**src/common/cpu_pkg.sv**
```systemverilog
package cpu_pkg;

    // Datapath widths
    localparam int DATA_W      = 16;  // Registers, ALU and data words
    localparam int REG_SEL_W   = 4;   // Register number field
    localparam int IMM_W       = 8;   // Immediate byte in the low half of the word
    localparam int DMEM_ADDR_W = 15;  // Data memory word address

    // R15 is not stored; reads give the executing PC, writes branch
    localparam logic [REG_SEL_W-1:0] PC_REG = 4'd15;

    // Top address bit picks the I/O controller over data memory
    localparam int IO_SEL_BIT = 15;

    // Instruction word: opcode | rd | rs1 | rs2, imm8 overlays rs1/rs2
    typedef enum logic [3:0] {
        OP_NOP   = 4'd0,
        OP_ADD   = 4'd1,   // rd = rs1 + rs2
        OP_SUB   = 4'd2,   // rd = rs1 - rs2
        OP_AND   = 4'd3,
        OP_OR    = 4'd4,
        OP_XOR   = 4'd5,
        OP_LDI   = 4'd8,   // rd = zero-extended imm8
        OP_ADDI  = 4'd9,   // rd = rd + imm8
        OP_MOVZ  = 4'd10,  // rd = rs1 when rs2 == 0
        OP_LOAD  = 4'd12,  // rd = mem[rs1 + rs2]
        OP_STORE = 4'd13   // mem[rs1 + rs2] = rd
    } opcode_t;

    // Unlisted codes behave as OP_NOP in the ALU

endpackage
```
**src/core/cpu_core.sv**
```systemverilog
`timescale 1ns/1ps

module cpu_core import cpu_pkg::*; #(
    parameter int IMEM_ADDR_W = 14
) (
    input  logic                   clk,
    input  logic                   reset,
    output logic [IMEM_ADDR_W-1:0] imem_addr,       // Stage 1 fetch address
    input  logic [DATA_W-1:0]      imem_data,
    input  logic [IMEM_ADDR_W-1:0] imem_data_addr,  // Address that imem_data came from
    output logic [DMEM_ADDR_W-1:0] dmem_addr,
    output logic [DATA_W-1:0]      dmem_wdata,
    output logic                   dmem_we,
    input  logic [DATA_W-1:0]      dmem_rdata,      // Valid in stage 3
    output logic [DATA_W-1:0]      io_addr,
    output logic [DATA_W-1:0]      io_wdata,
    output logic                   io_read_req,
    output logic                   io_write_req,
    input  logic [DATA_W-1:0]      io_rdata,        // Valid one cycle after io_read_req
    output logic [DATA_W-1:0]      pc_display
);

    // Decode to execute
    opcode_t                opcode;
    logic [REG_SEL_W-1:0]   rd, rs1, rs2;
    logic [IMM_W-1:0]       imm8;
    logic [IMEM_ADDR_W-1:0] exec_pc;

    // Register read ports
    logic [DATA_W-1:0] rd_data, rs1_data, rs2_data;

    // Execute outputs
    logic [DATA_W-1:0] result, mem_addr, store_data;
    logic              is_load, wr_en, branch_taken;

    // Writeback and branch resolution
    logic [REG_SEL_W-1:0]   wb_rd;
    logic                   wb_en;
    logic [DATA_W-1:0]      wb_data;
    logic                   redirect;
    logic [IMEM_ADDR_W-1:0] target;
    logic                   branch_taken_s2;

    fetch_unit #(.IMEM_ADDR_W(IMEM_ADDR_W)) fetch_unit_inst (
        .clk, .reset, .redirect, .target, .imem_addr
    );

    decode_stage #(.IMEM_ADDR_W(IMEM_ADDR_W)) decode_stage_inst (
        .clk, .reset, .branch_taken_s2, .imem_data, .imem_data_addr,
        .opcode, .rd, .rs1, .rs2, .imm8, .exec_pc
    );

    reg_file #(.IMEM_ADDR_W(IMEM_ADDR_W)) reg_file_inst (
        .clk, .reset, .rd, .rs1, .rs2, .exec_pc, .wb_rd, .wb_en, .wb_data,
        .rd_data, .rs1_data, .rs2_data
    );

    alu alu_inst (
        .opcode, .rd, .imm8, .rd_data, .rs1_data, .rs2_data,
        .result, .mem_addr, .is_load, .wr_en, .branch_taken,
        .dmem_we, .io_read_req, .io_write_req, .store_data
    );

    writeback_stage #(.IMEM_ADDR_W(IMEM_ADDR_W)) writeback_stage_inst (
        .clk, .reset, .is_load, .wr_en, .branch_taken, .rd, .result, .mem_addr,
        .dmem_rdata, .io_rdata, .wb_rd, .wb_en, .wb_data, .redirect, .target,
        .branch_taken_s2
    );

    // Stage 2 memory and I/O request lines share one address and data source
    assign dmem_addr  = mem_addr[DMEM_ADDR_W-1:0];  // Bit 15 only routes to I/O
    assign dmem_wdata = store_data;
    assign io_addr    = mem_addr;
    assign io_wdata   = store_data;

    assign pc_display = {{(DATA_W-IMEM_ADDR_W){1'b0}}, exec_pc};  // Executing PC

endmodule

```
**src/core/writeback_stage.sv**
```systemverilog
`timescale 1ns/1ps

module writeback_stage import cpu_pkg::*; #(
    parameter int IMEM_ADDR_W = 14
) (
    input  logic                   clk,
    input  logic                   reset,
    input  logic                   is_load,
    input  logic                   wr_en,
    input  logic                   branch_taken,
    input  logic [REG_SEL_W-1:0]   rd,
    input  logic [DATA_W-1:0]      result,
    input  logic [DATA_W-1:0]      mem_addr,
    input  logic [DATA_W-1:0]      dmem_rdata,
    input  logic [DATA_W-1:0]      io_rdata,
    output logic [REG_SEL_W-1:0]   wb_rd,
    output logic                   wb_en,
    output logic [DATA_W-1:0]      wb_data,
    output logic                   redirect,
    output logic [IMEM_ADDR_W-1:0] target,
    output logic                   branch_taken_s2
);

    // Stage 2 to 3 control
    logic is_load_q;
    logic wr_en_q;
    logic branch_q;

    // Stage 2 to 3 payload
    logic [REG_SEL_W-1:0] rd_q;
    logic [DATA_W-1:0]    result_q;
    logic                 io_sel_q;  // Load came from the I/O side

    always_ff @(posedge clk) begin
        if (reset) begin
            is_load_q <= 1'b0;
            wr_en_q   <= 1'b0;
            branch_q  <= 1'b0;
        end else begin
            is_load_q <= is_load;
            wr_en_q   <= wr_en;
            branch_q  <= branch_taken;
        end
    end

    always_ff @(posedge clk) begin
        rd_q     <= rd;
        result_q <= result;
        io_sel_q <= mem_addr[IO_SEL_BIT];
    end

    // Load data arrives this cycle from whichever side was addressed
    always_comb begin
        if (is_load_q) begin
            wb_data = io_sel_q ? io_rdata : dmem_rdata;
        end else begin
            wb_data = result_q;
        end
    end

    assign wb_rd = rd_q;
    assign wb_en = wr_en_q;

    // R15 writes, loads included, steer the fetch unit
    assign redirect = branch_q;
    assign target   = wb_data[IMEM_ADDR_W-1:0];

    assign branch_taken_s2 = branch_taken;  // Decode bubbles on the executing branch

endmodule

```
**src/core/reg_file.sv**
```systemverilog
`timescale 1ns/1ps

module reg_file import cpu_pkg::*; #(
    parameter int IMEM_ADDR_W = 14
) (
    input  logic                   clk,
    input  logic                   reset,
    input  logic [REG_SEL_W-1:0]   rd,
    input  logic [REG_SEL_W-1:0]   rs1,
    input  logic [REG_SEL_W-1:0]   rs2,
    input  logic [IMEM_ADDR_W-1:0] exec_pc,   // Returned for R15 reads
    input  logic [REG_SEL_W-1:0]   wb_rd,
    input  logic                   wb_en,
    input  logic [DATA_W-1:0]      wb_data,   // Also the forwarding source
    output logic [DATA_W-1:0]      rd_data,
    output logic [DATA_W-1:0]      rs1_data,
    output logic [DATA_W-1:0]      rs2_data
);

    localparam int NUM_REGS = PC_REG;  // R0 to R14 are real storage

    logic [DATA_W-1:0] regs [NUM_REGS];

    // Stage 3 writeback; a write to R15 is a branch and has no storage
    always_ff @(posedge clk) begin
        if (reset) begin
            for (int i = 0; i < NUM_REGS; i++) begin
                regs[i] <= '0;
            end
        end else if (wb_en && wb_rd != PC_REG) begin
            regs[wb_rd] <= wb_data;
        end
    end

    // One read port, used three times
    function automatic logic [DATA_W-1:0] read_port(input logic [REG_SEL_W-1:0] sel);
        logic [DATA_W-1:0] value;
        if (sel == PC_REG) begin
            value = {{(DATA_W-IMEM_ADDR_W){1'b0}}, exec_pc};
        end else if (wb_en && wb_rd == sel) begin
            value = wb_data;  // Bypass the write landing this edge, load data included
        end else begin
            value = regs[sel];
        end
        return value;
    endfunction

    always_comb begin
        rd_data  = read_port(rd);   // STORE data and ADDI base
        rs1_data = read_port(rs1);
        rs2_data = read_port(rs2);
    end

endmodule

```
**src/core/decode_stage.sv**
```systemverilog
`timescale 1ns/1ps

module decode_stage import cpu_pkg::*; #(
    parameter int IMEM_ADDR_W = 14
) (
    input  logic                   clk,
    input  logic                   reset,
    input  logic                   branch_taken_s2,  // Branch executing this cycle
    input  logic [DATA_W-1:0]      imem_data,
    input  logic [IMEM_ADDR_W-1:0] imem_data_addr,
    output opcode_t                opcode,
    output logic [REG_SEL_W-1:0]   rd,
    output logic [REG_SEL_W-1:0]   rs1,
    output logic [REG_SEL_W-1:0]   rs2,
    output logic [IMM_W-1:0]       imm8,
    output logic [IMEM_ADDR_W-1:0] exec_pc
);

    logic branch_d1;  // Branch seen one cycle ago
    logic bubble;

    // Two bubbles, the cycle of the branch and the one after
    assign bubble = branch_taken_s2 || branch_d1;

    always_ff @(posedge clk) begin
        if (reset) begin
            branch_d1 <= 1'b0;
            opcode    <= OP_NOP;
            rd        <= '0;
            rs1       <= '0;
            rs2       <= '0;
            imm8      <= '0;
            exec_pc   <= '0;
        end else begin
            branch_d1 <= branch_taken_s2;
            exec_pc   <= imem_data_addr;  // PC keeps moving through the bubbles
            if (bubble) begin
                // Squash the wrong-path instruction
                opcode <= OP_NOP;
                rd     <= '0;
                rs1    <= '0;
                rs2    <= '0;
                imm8   <= '0;
            end else begin
                opcode <= opcode_t'(imem_data[15:12]);
                rd     <= imem_data[11:8];
                rs1    <= imem_data[7:4];
                rs2    <= imem_data[3:0];
                imm8   <= imem_data[IMM_W-1:0];  // Shares bits with rs1/rs2
            end
        end
    end

    // A squashed slot cannot itself branch, so bubbling never runs past two
    bubble_limit: assert property (
        @(posedge clk) disable iff (reset)
        bubble ##1 bubble |=> !bubble
    ) else $error("MISMATCH %0t more than two bubbles in a row", $time);

endmodule

```
**src/core/fetch_unit.sv**
```systemverilog
`timescale 1ns/1ps

module fetch_unit #(
    parameter int IMEM_ADDR_W = 14
) (
    input  logic                   clk,
    input  logic                   reset,
    input  logic                   redirect,   // Branch resolved in stage 3
    input  logic [IMEM_ADDR_W-1:0] target,
    output logic [IMEM_ADDR_W-1:0] imem_addr
);

    logic [IMEM_ADDR_W-1:0] next_addr;  // Address to present when not redirecting

    // Target goes straight to memory so the fetch is not delayed a cycle
    assign imem_addr = redirect ? target : next_addr;

    always_ff @(posedge clk) begin
        if (reset) begin
            next_addr <= '0;
        end else if (redirect) begin
            next_addr <= target + 1'b1;  // Continue after the target
        end else begin
            next_addr <= next_addr + 1'b1;
        end
    end

    // Fetch stream resumes in sequence right after a redirect
    redirect_resume: assert property (
        @(posedge clk) disable iff (reset)
        redirect |=> imem_addr == $past(target) + 1'b1
    ) else $error("MISMATCH %0t fetch did not resume at target + 1", $time);

endmodule

```
**src/core/alu.sv**
```systemverilog
`timescale 1ns/1ps

module alu import cpu_pkg::*; (
    input  opcode_t              opcode,
    input  logic [REG_SEL_W-1:0] rd,
    input  logic [IMM_W-1:0]     imm8,
    input  logic [DATA_W-1:0]    rd_data,
    input  logic [DATA_W-1:0]    rs1_data,
    input  logic [DATA_W-1:0]    rs2_data,
    output logic [DATA_W-1:0]    result,
    output logic [DATA_W-1:0]    mem_addr,
    output logic                 is_load,
    output logic                 wr_en,         // Register write, condition applied
    output logic                 branch_taken,  // Write to R15
    output logic                 dmem_we,
    output logic                 io_read_req,
    output logic                 io_write_req,
    output logic [DATA_W-1:0]    store_data
);

    logic [DATA_W-1:0] imm_ext;
    logic              writes_rd;  // Opcode has a destination
    logic              cond_met;
    logic              is_store;

    assign imm_ext  = {{(DATA_W-IMM_W){1'b0}}, imm8};
    assign mem_addr = rs1_data + rs2_data;  // Same address for LOAD and STORE

    always_comb begin
        result    = '0;
        writes_rd = 1'b1;
        cond_met  = 1'b1;
        case (opcode)
            OP_ADD:  result = rs1_data + rs2_data;
            OP_SUB:  result = rs1_data - rs2_data;
            OP_AND:  result = rs1_data & rs2_data;
            OP_OR:   result = rs1_data | rs2_data;
            OP_XOR:  result = rs1_data ^ rs2_data;
            OP_LDI:  result = imm_ext;
            OP_ADDI: result = rd_data + imm_ext;
            OP_MOVZ: begin
                result   = rs1_data;
                cond_met = (rs2_data == '0);  // Move only on zero
            end
            OP_LOAD: result = mem_addr;  // Replaced by load data in stage 3
            default: writes_rd = 1'b0;   // NOP, STORE and unused codes
        endcase
    end

    assign is_load      = (opcode == OP_LOAD);
    assign is_store     = (opcode == OP_STORE);
    assign wr_en        = writes_rd && cond_met;
    assign branch_taken = wr_en && (rd == PC_REG);

    // Address bit 15 steers the access
    assign store_data   = rd_data;
    assign dmem_we      = is_store && !mem_addr[IO_SEL_BIT];
    assign io_write_req = is_store && mem_addr[IO_SEL_BIT];
    assign io_read_req  = is_load && mem_addr[IO_SEL_BIT];

    // A store lands in exactly one place
    always_comb begin
        assert (!(dmem_we && io_write_req))
            else $error("MISMATCH %0t store sent to memory and I/O", $time);
    end

endmodule

```
**config.mk**
```make
export PLATFORM = sky130hd
export DESIGN_NAME = cpu_core
export DESIGN_NICKNAME = d
export VERILOG_FILES = /design/src/common/cpu_pkg.sv /design/src/core/cpu_core.sv /design/src/core/writeback_stage.sv /design/src/core/reg_file.sv /design/src/core/decode_stage.sv /design/src/core/fetch_unit.sv /design/src/core/alu.sv
export SDC_FILE = /design/constraint.sdc
export NUM_CORES = 1
export LEC_CHECK = 0
export BUFFER_PORTS_ARGS = -buffer_cell sky130_fd_sc_hd__buf_2
export CAP_MARGIN = 0
export CORE_MARGIN = 1
export CORE_UTILIZATION = 38
export DETAILED_ROUTE_END_ITERATION = 12
export SYNTH_ARGS = -nofsm -noshare
export SYNTH_HDL_FRONTEND = slang
export SYNTH_SLANG_ARGS = --single-unit
```
**constraint.sdc**
```tcl
create_clock -name clk -period 6 [get_ports clk]
set_clock_uncertainty 0.15 [all_clocks]
set_input_delay 0.3 -clock clk [delete_from_list [all_inputs] [get_ports clk]]
set_output_delay 0.3 -clock clk [all_outputs]
set_load 0.1 [all_outputs]
```
==> run summary, run 1 <==
Tot GR Track Use -> 27.61%
Vias/cell -> 6.199
Chip height -> 241.9 µm
Worst hold stages -> 2
Most common flop cell mapped by yosys -> edfxtp_1
Port bufs -> 157
RSZ-0062 raised after global routing -> no
Hold worst-path end -> writeback_stage_inst.is_load_q$_SDFF_PP0_
H-tree levels -> 2
Syn Std Cell Area -> 21860 µm²
Drt first-iter violations -> 2427
Seq/Total Area, Yosys -> 41.39%
Final max-slew violation count -> 0
Yosys warns -> 0
Die boundary width -> 241.9 µm
Router iterations before antenna repair -> 5
Final Cell Area -> 25480 µm²
Fmax -> 174.2 MHz
Dpl hpwl -> 57.85 mm
Num CTS Buffers -> 38
Max layer used -> met5
Slew HR -> 19.52%
Post-DP Area -> 23830 µm²
Min Tclk post-route -> 5742 ps
Pwr Total -> 0.008652 W
DRC errors left -> 0
Initial antenna violation count -> 4
Routed wl met2 -> 37.92 mm
Max VDD drop -> 0.0004565 V
Clock buffer depth -> 3
Crit Reg-Reg Endpoint -> writeback_stage_inst.result_q[15]$_DFF_P_
Max Fanout on Critical Path -> 43
Max cap viols -> 0
Pwr Density -> 339.5 nW/µm²
ANT nets after route -> 0
Initial Utilization -> 38.62%
Crit Path Class -> reg -> out
Worst slack at placement -> 746.7 ps
Critical Path RT -> 5550 ps
GPL Wtd Cong -> 0.9776
Final worst-path cycle share -> 95.69%
FF+latch count, synth -> 324
HP Class -> in -> reg
Ant diodes -> 0
Clock Tree Root -> clkbuf_16
Slew @ Worst Pin -> 1207 ps
Final Hold Fails -> 0
Vias -> 17810
Share of post-route cells with drive strength above 1 -> 26.36%
Synth async-reset ratio -> 0%
Post-synth EDFFs -> 256
Global-route wire length before repair -> 118.6 mm
Crit. End Element -> output port
Routed wire length -> 81.93 mm
Setup ws final -> 258.3 ps
Die area -> 58490 µm²
CTS clk-pin slew, worst paths -> 60 ps
Largest net degree at the start of global routing -> 44
Synth Instances -> 1944
Vias in the first global route -> 17290
CTS tree -> yes
Finish-stage setup viols -> 0
Reg2reg path depth -> 17
P_leak -> 9.608 nW
Setup slack, reg-to-reg -> 1010 ps
Yosys cell types -> 78
Area delta synth->final -> 16.56%
Met3 wire length -> 8.857 mm
I/O pin cnt -> 160
HP Start -> reset
Status -> finished, final reports clean
Met1 wire length -> 31.28 mm
Core ar. -> 56600 µm²
Syn Area/Cell -> 11.25 µm²
CP arrival -> 5290 ps
Clock Sinks -> 324
Skew-Pair Late Insertion Delay -> 560 ps
Grt ovf -> 0
Wire per inst -> 28.52 µm
Final net count -> 2209
Cell Rows -> 87
Startpoint Class -> register
Reg2reg start -> decode_stage_inst.imm8[5]$_SDFF_PP0_
[Yosys cell counts, types with 37 or more instances]
| master | instances | area (µm²) |
|---|---|---|
| o22ai_1 | 39 | 244.0 |
| o21ai_0 | 60 | 300.3 |
| buf_2 | 38 | 190.2 |
| inv_1 | 71 | 266.5 |
| dfxtp_1 | 68 | 1361 |
| clkbuf_1 | 106 | 397.9 |
| mux4_2 | 183 | 4121 |
| edfxtp_1 | 256 | 7687 |
| mux2i_1 | 102 | 1021 |
| nor2_1 | 347 | 1303 |
| ha_1 | 54 | 675.7 |
| buf_4 | 39 | 292.8 |
| xnor2_1 | 37 | 324.1 |
| a21oi_1 | 51 | 255.2 |
| nand2_1 | 105 | 394.1 |
[repair_timing]
action | in CTS | in global routing
hold buffers | 30 | 0
hold endpoints to repair | 30 | 0
setup endpoints to repair | 0 | 2
buffers inserted | 0 | 6
resized for setup | 0 | 5
[layout make-up]
type | count | area (µm²)
repair buffers | 287 | 2285
multi-input cells | 1365 | 11620
flip-flops and latches | 324 | 9074
well taps | 756 | 945.9
clock inverters | 19 | 225.2
inverters | 72 | 270.3
clock buffers | 50 | 1057
fillers | 5211 | 31120
[worst max path at each step]
stage,startpoint,endpoint
2_1_floorplan,decode_stage_inst.imm8[4]$_SDFF_PP0_,dmem_we
3_3_place_gp,decode_stage_inst.imm8[4]$_SDFF_PP0_,io_write_req
3_5_place_dp,decode_stage_inst.imm8[4]$_SDFF_PP0_,io_read_req
4_1_cts,decode_stage_inst.imm8[4]$_SDFF_PP0_,io_read_req
5_1_grt,writeback_stage_inst.wb_rd[3]$_DFF_P_,io_read_req
6_report,decode_stage_inst.imm8[5]$_SDFF_PP0_,io_read_req
[flip-flops by register name (all words and copies together), names as in the netlist]
name                            flops
writeback_stage_inst.wb_en          1
decode_stage_inst.exec_pc          14
reg_file_inst.regs                256
writeback_stage_inst.is_load_q      1
writeback_stage_inst.redirect       1
writeback_stage_inst.io_sel_q       1
writeback_stage_inst.wb_rd          4
decode_stage_inst.opcode            4
decode_stage_inst.imm8              7
fetch_unit_inst.next_addr          14
decode_stage_inst.rd                4
writeback_stage_inst.result_q      16
decode_stage_inst.rs1               1
[routing by layer]
layer  GRT usage [%]  vias to the layer above
met5               0                        -
met4           12.62                        4
met3           6.038                      208
met2           44.06                     1307
met1           35.86                     8802
li1                -                     7490
[cells in the final DEF, fill, tap and decap left out, types with 25 or more instances in the layout]
cell type      count
o22ai_1           39
nor3_1            31
o21ai_0           52
inv_1             71
mux4_2           183
ha_1              54
nor2_1           347
buf_2            131
nand2b_1          25
a21oi_1           51
nor2b_1           29
clkbuf_16         39
buf_4             96
dfxtp_1           60
xnor2_1           34
a21o_1            27
mux2i_1          102
dlygate4sd3_1     30
edfxtp_1         256
nand2_1          105
buf_12            29
nand3_1           25
[logic make-up (layout without fill, tap and decap cells)]
| group | Yosys count | after routing | share of synthesized area [%] |
|---|---|---|---|
| other | 1 | 18 | 0.01715 |
| muxes | 298 | 298 | 24.47 |
| buffers and inverters | 272 | 428 | 5.987 |
| xor gates and xnor gates | 48 | 48 | 1.923 |
| DFF | 324 | 324 | 41.39 |
| adders and majority gates | 57 | 57 | 3.365 |
| and+or+nand+nor | 643 | 643 | 13.64 |
| AOI/OAI and AO/OA | 301 | 301 | 9.209 |
[stage by stage]
step / TNS [ps] / hold slack (ps) / instances / util [%]
CTS: 0 / 48.18 / 2867 / 44.89
global placement: 0 / 361.1 / 2768 / 42.09
finish: 0 / 72.45 / 2873 / 45.02
floorplan: -254.0 / 181.9 / 1961 / -
global route: 0 / 93.24 / 2873 / 45.02
detailed placement: 0 / 363.9 / 2768 / 42.09
[critical path: stages (launching register included)]
cell	delay [ps]
dfxtp_4	530
buf_16	320
buf_4	320
mux4_2	380
mux4_2	470
mux2i_1	140
o21ai_0	190
inv_1	120
ha_1	280
o21ai_0	140
nand2b_1	140
o21ai_0	170
o211ai_1	340
nand3_1	130
o21ai_0	190
buf_4	160
xor2_4	220
and4_2	290
buf_12	180
[power by group]
group | internal, W | switching, W | total (W) | leakage, nW
Clock | 0.00146 | 0.000985 | 0.00244 | 0.636
Combinational | 0.00105 | 0.00243 | 0.00348 | 5.76
Sequential | 0.00257 | 0.000154 | 0.00273 | 3.21
Total | 0.00508 | 0.00357 | 0.00865 | 9.61
(Power assumes the default switching activity.)
==> run 2, diff against run 1 <==
clock period = 7 ns   (was 6 ns; I/O delays follow)
==> run 2 against run 1 <==
First-iteration DRC count fell by 22%. Critical endpoint unchanged. Sequential share of layout area rose by 1.1 points. Register-to-register slack improved by 520 ps. Highest routed layer unchanged. Routed wire length fell by 3.1%. Clock-buffer cell count fell by 4. Largest cell class unchanged. Power fell by 19%. Combinational power fell by 22%. Global-route usage fell by 0.77 points. Sequential power fell by 14%.
==> run summary, run 2 (synthesis gave the netlist of run 1 again) <==
FF/Latch Area -> 9067 µm² (about the same)
Commonest non-fill, non-tap cells in the layout -> nor2_1 (347), edfxtp_1 (256), mux4_2 (183), buf_2 (149), nand2_1 (105)
Vias -> 17470 (-1.9%)
Skew-Pair Late Insertion Delay -> 570 ps (about the same)
Cell Rows -> 87 (unchanged)
CTS clk-pin slew, worst paths -> 60 ps (about the same)
Sw frac -> 43.01% (+1.8 points)
CP arrival -> 5880 ps (+590 ps)
Most frequent CP cell -> o21ai_0
Initial Utilization -> 38.62% (unchanged)
GPL Wtd Cong -> 0.9915 (+1.4%)
Register share of total power -> 33.5% (+2.0 points)
Clock buffer depth -> 3 (unchanged)
Dpl hpwl -> 55.63 mm (-3.8%)
Critical path depth -> 16 (-2)
Largest register FFs -> 256 (unchanged)
Slew HR -> 17.73% (-1.8 points)
Clock Sinks -> 324 (unchanged)
Tot GR Track Use -> 26.84% (-0.77 points)
I/O pin cnt -> 160 (unchanged)
Drt first-iter violations -> 1888 (-22%)
Int Pwr -> 0.003985 W (-22%)
Core ar. -> 56600 µm² (unchanged)
Finish-stage setup viols -> 0 (unchanged)
Area delta synth->final -> 13.10%
HP Class -> in -> reg
Wire per inst -> 28.01 µm (-1.8%)
Grt ovf -> 0 (unchanged)
Min Tclk post-route -> 6376 ps
Worst slack at placement -> 1285 ps (+538.6 ps)
Max Fanout on Critical Path -> 28 (-35%)
Largest net degree at the start of global routing -> 57 (+30%)
Commonest non-fill, non-tap cell in the layout -> nor2_1
H-tree levels -> 2 (unchanged)
Status -> finished, final reports clean
Port bufs -> 157 (unchanged)
Slew @ Worst Pin -> 1234 ps (+26.85 ps)
Final Hold Fails -> 0 (unchanged)
Crit. End Element -> output port
Fmax -> 156.8 MHz
Critical Path RT -> 6500 ps (+950 ps)
Pwr Density -> 282.8 nW/µm² (-17%)
Router iterations before antenna repair -> 7 (+2)
Worst hold stages -> 3 (+1)
Startpoint Class -> register
Initial antenna violation count -> 1 (-3)
Vias/cell -> 6.164 (-0.58%)
Die area -> 58490 µm² (unchanged)
P_leak -> 9.224 nW (-4.0%)
Biggest register -> reg_file_inst.regs
Share of post-route cells with drive strength above 1 -> 24.49% (-1.9 points)
Num CTS Buffers -> 37 (-2.6%)
Reg2reg path depth -> 17 (unchanged)
Max cap viols -> 0 (unchanged)
Chip height -> 241.9 µm (unchanged)
Vias in the first global route -> 16800 (-2.8%)
# fillers -> 5282 (+1.4%)
Combined area of the multi-input logic cells -> 11570 µm² (-0.50%)
Crit Path Class -> reg -> out
Clock Tree Root -> clkbuf_16
Routed wire length -> 79.41 mm (-3.1%)
Total setup buffers inserted after CTS -> 0 (unchanged)
Global-route wire length before repair -> 115.5 mm (-2.6%)
Logic pwr share -> 38.7% (-1.5 points)
Sum of negative setup slack -> 0 ps (unchanged)
PostCTS Resize Cnt -> 0 (unchanged)
Critical-path top delay cell -> dfxtp_4
ANT nets after route -> 0 (unchanged)
Top Registers -> reg_file_inst.regs (256), writeback_stage_inst.result_q (16)
CP cell instances -> xnor2_1 > nand2_1 > nor4_4 > mux2i_1 > o21ai_0 > inv_1 > ha_1 > a21oi_1 > o22ai_1 > o21ai_0 > o211ai_1 > nand3_1 > o21ai_0 > xor2_1 > and4_1 > buf_12
Delay-heaviest family, CP -> compound AO/OA/AOI/OAI gates
DRC errors left -> 0 (unchanged)
Final worst-path cycle share -> 91.09%
CTS tree -> yes
Max VDD drop -> 0.0005540 V (+21%)
Final max-slew violation count -> 0 (unchanged)
Setup ws final -> 623.6 ps (+365.2 ps)
RSZ-0062 raised after global routing -> no
Die boundary width -> 241.9 µm (unchanged)
CP peak stage delay -> 720 ps (+190 ps)
Sw Pwr -> 0.003007 W (-16%)
Final net count -> 2172 (-1.7%)
CP Buf/Inv Count -> 2 (-3)
Clock power frac -> 27.7% (-0.5 points)
==> run 2: cell types whose count changed in the layout (fill, tap and decap cells not counted), moves of 3 or more <==
cell	delta
bufinv_16	-3
o21ai_0	+8
and4_1	+3
buf_12	-20
buf_2	+18
clkinvlp_4	+4
buf_4	-33
and4_2	-3
xnor2_2	-3
o21ai_1	-8
xnor2_1	+3
==> run 2: layer usage <==
layer	global-route usage [%]	vias to the layer above	share of wire [%]	wire, µm
met2	42.69	1230	46	36670
met5	0	-	0.016	13
met4	12.03	2	4.8	3849
li1	-	7408	-	-
met1	34.56	8621	38	30220
met3	6.693	213	11	8655
==> run 2: worst paths after layout <==
check | startpoint | end | slack (ps)
setup / recovery | decode_stage_inst.imm8[4]$_SDFF_PP0_ | io_read_req | 620
hold / removal | reset | decode_stage_inst.exec_pc[13]$_SDFF_PP0_ | 250
setup reg to reg | decode_stage_inst.imm8[4]$_SDFF_PP0_ | writeback_stage_inst.result_q[15]$_DFF_P_ | 1530
hold reg to reg | fetch_unit_inst.next_addr[0]$_SDFF_PP0_ | fetch_unit_inst.next_addr[0]$_SDFF_PP0_ | 480
==> run 2: power by group through the flow <==
stage / Clock [W] / Combinational [W] / Sequential [W]
final: 0.00194 / 0.00271 / 0.00234
after detailed placement: 0 / 0.00266 / 0.00238
after CTS: 0.00196 / 0.00268 / 0.00234
after floorplan: 0 / 0.00212 / 0.00232
after global placement: 0 / 0.00264 / 0.00237
after global routing: 0.00202 / 0.00281 / 0.00236
==> run 2: worst min-delay path, cell delays in order <==
cell,delay (ps)
buf_2,100
buf_4,310
nor2b_1,170
==> run 2: cell type report <==
cell class	instances	area share (%)
clock buffer	46	4.064
clock inverter	20	0.6781
inverter	72	1.093
sequential	324	36.67
antenna	1	0.01012
timing repair buffer	251	6.872
multi-input combinational	1365	46.78
tap	756	3.826
==> run 2: through the flow <==
stage | cells | power [W] | hold slack [ps] | cell area [µm²] | utilization, %
2_1_floorplan | 1961 | 0.004440 | 181.9 | 21920 | -
5_1_grt | 2834 | 0.007189 | 280.3 | 24720 | 43.68
6_report | 2835 | 0.006992 | 250.3 | 24730 | 43.68
3_3_place_gp | 2738 | 0.005018 | 410.6 | 23250 | 41.07
4_1_cts | 2834 | 0.006971 | 246.3 | 24720 | 43.68
3_5_place_dp | 2738 | 0.005034 | 411.6 | 23250 | 41.07
==> run 2: timing repair <==
action / 4_1_cts / 5_1_grt
endpoints found under the hold margin: 30 / 0
setup endpoints to repair: 0 / 0
hold buffers: 30 / 0
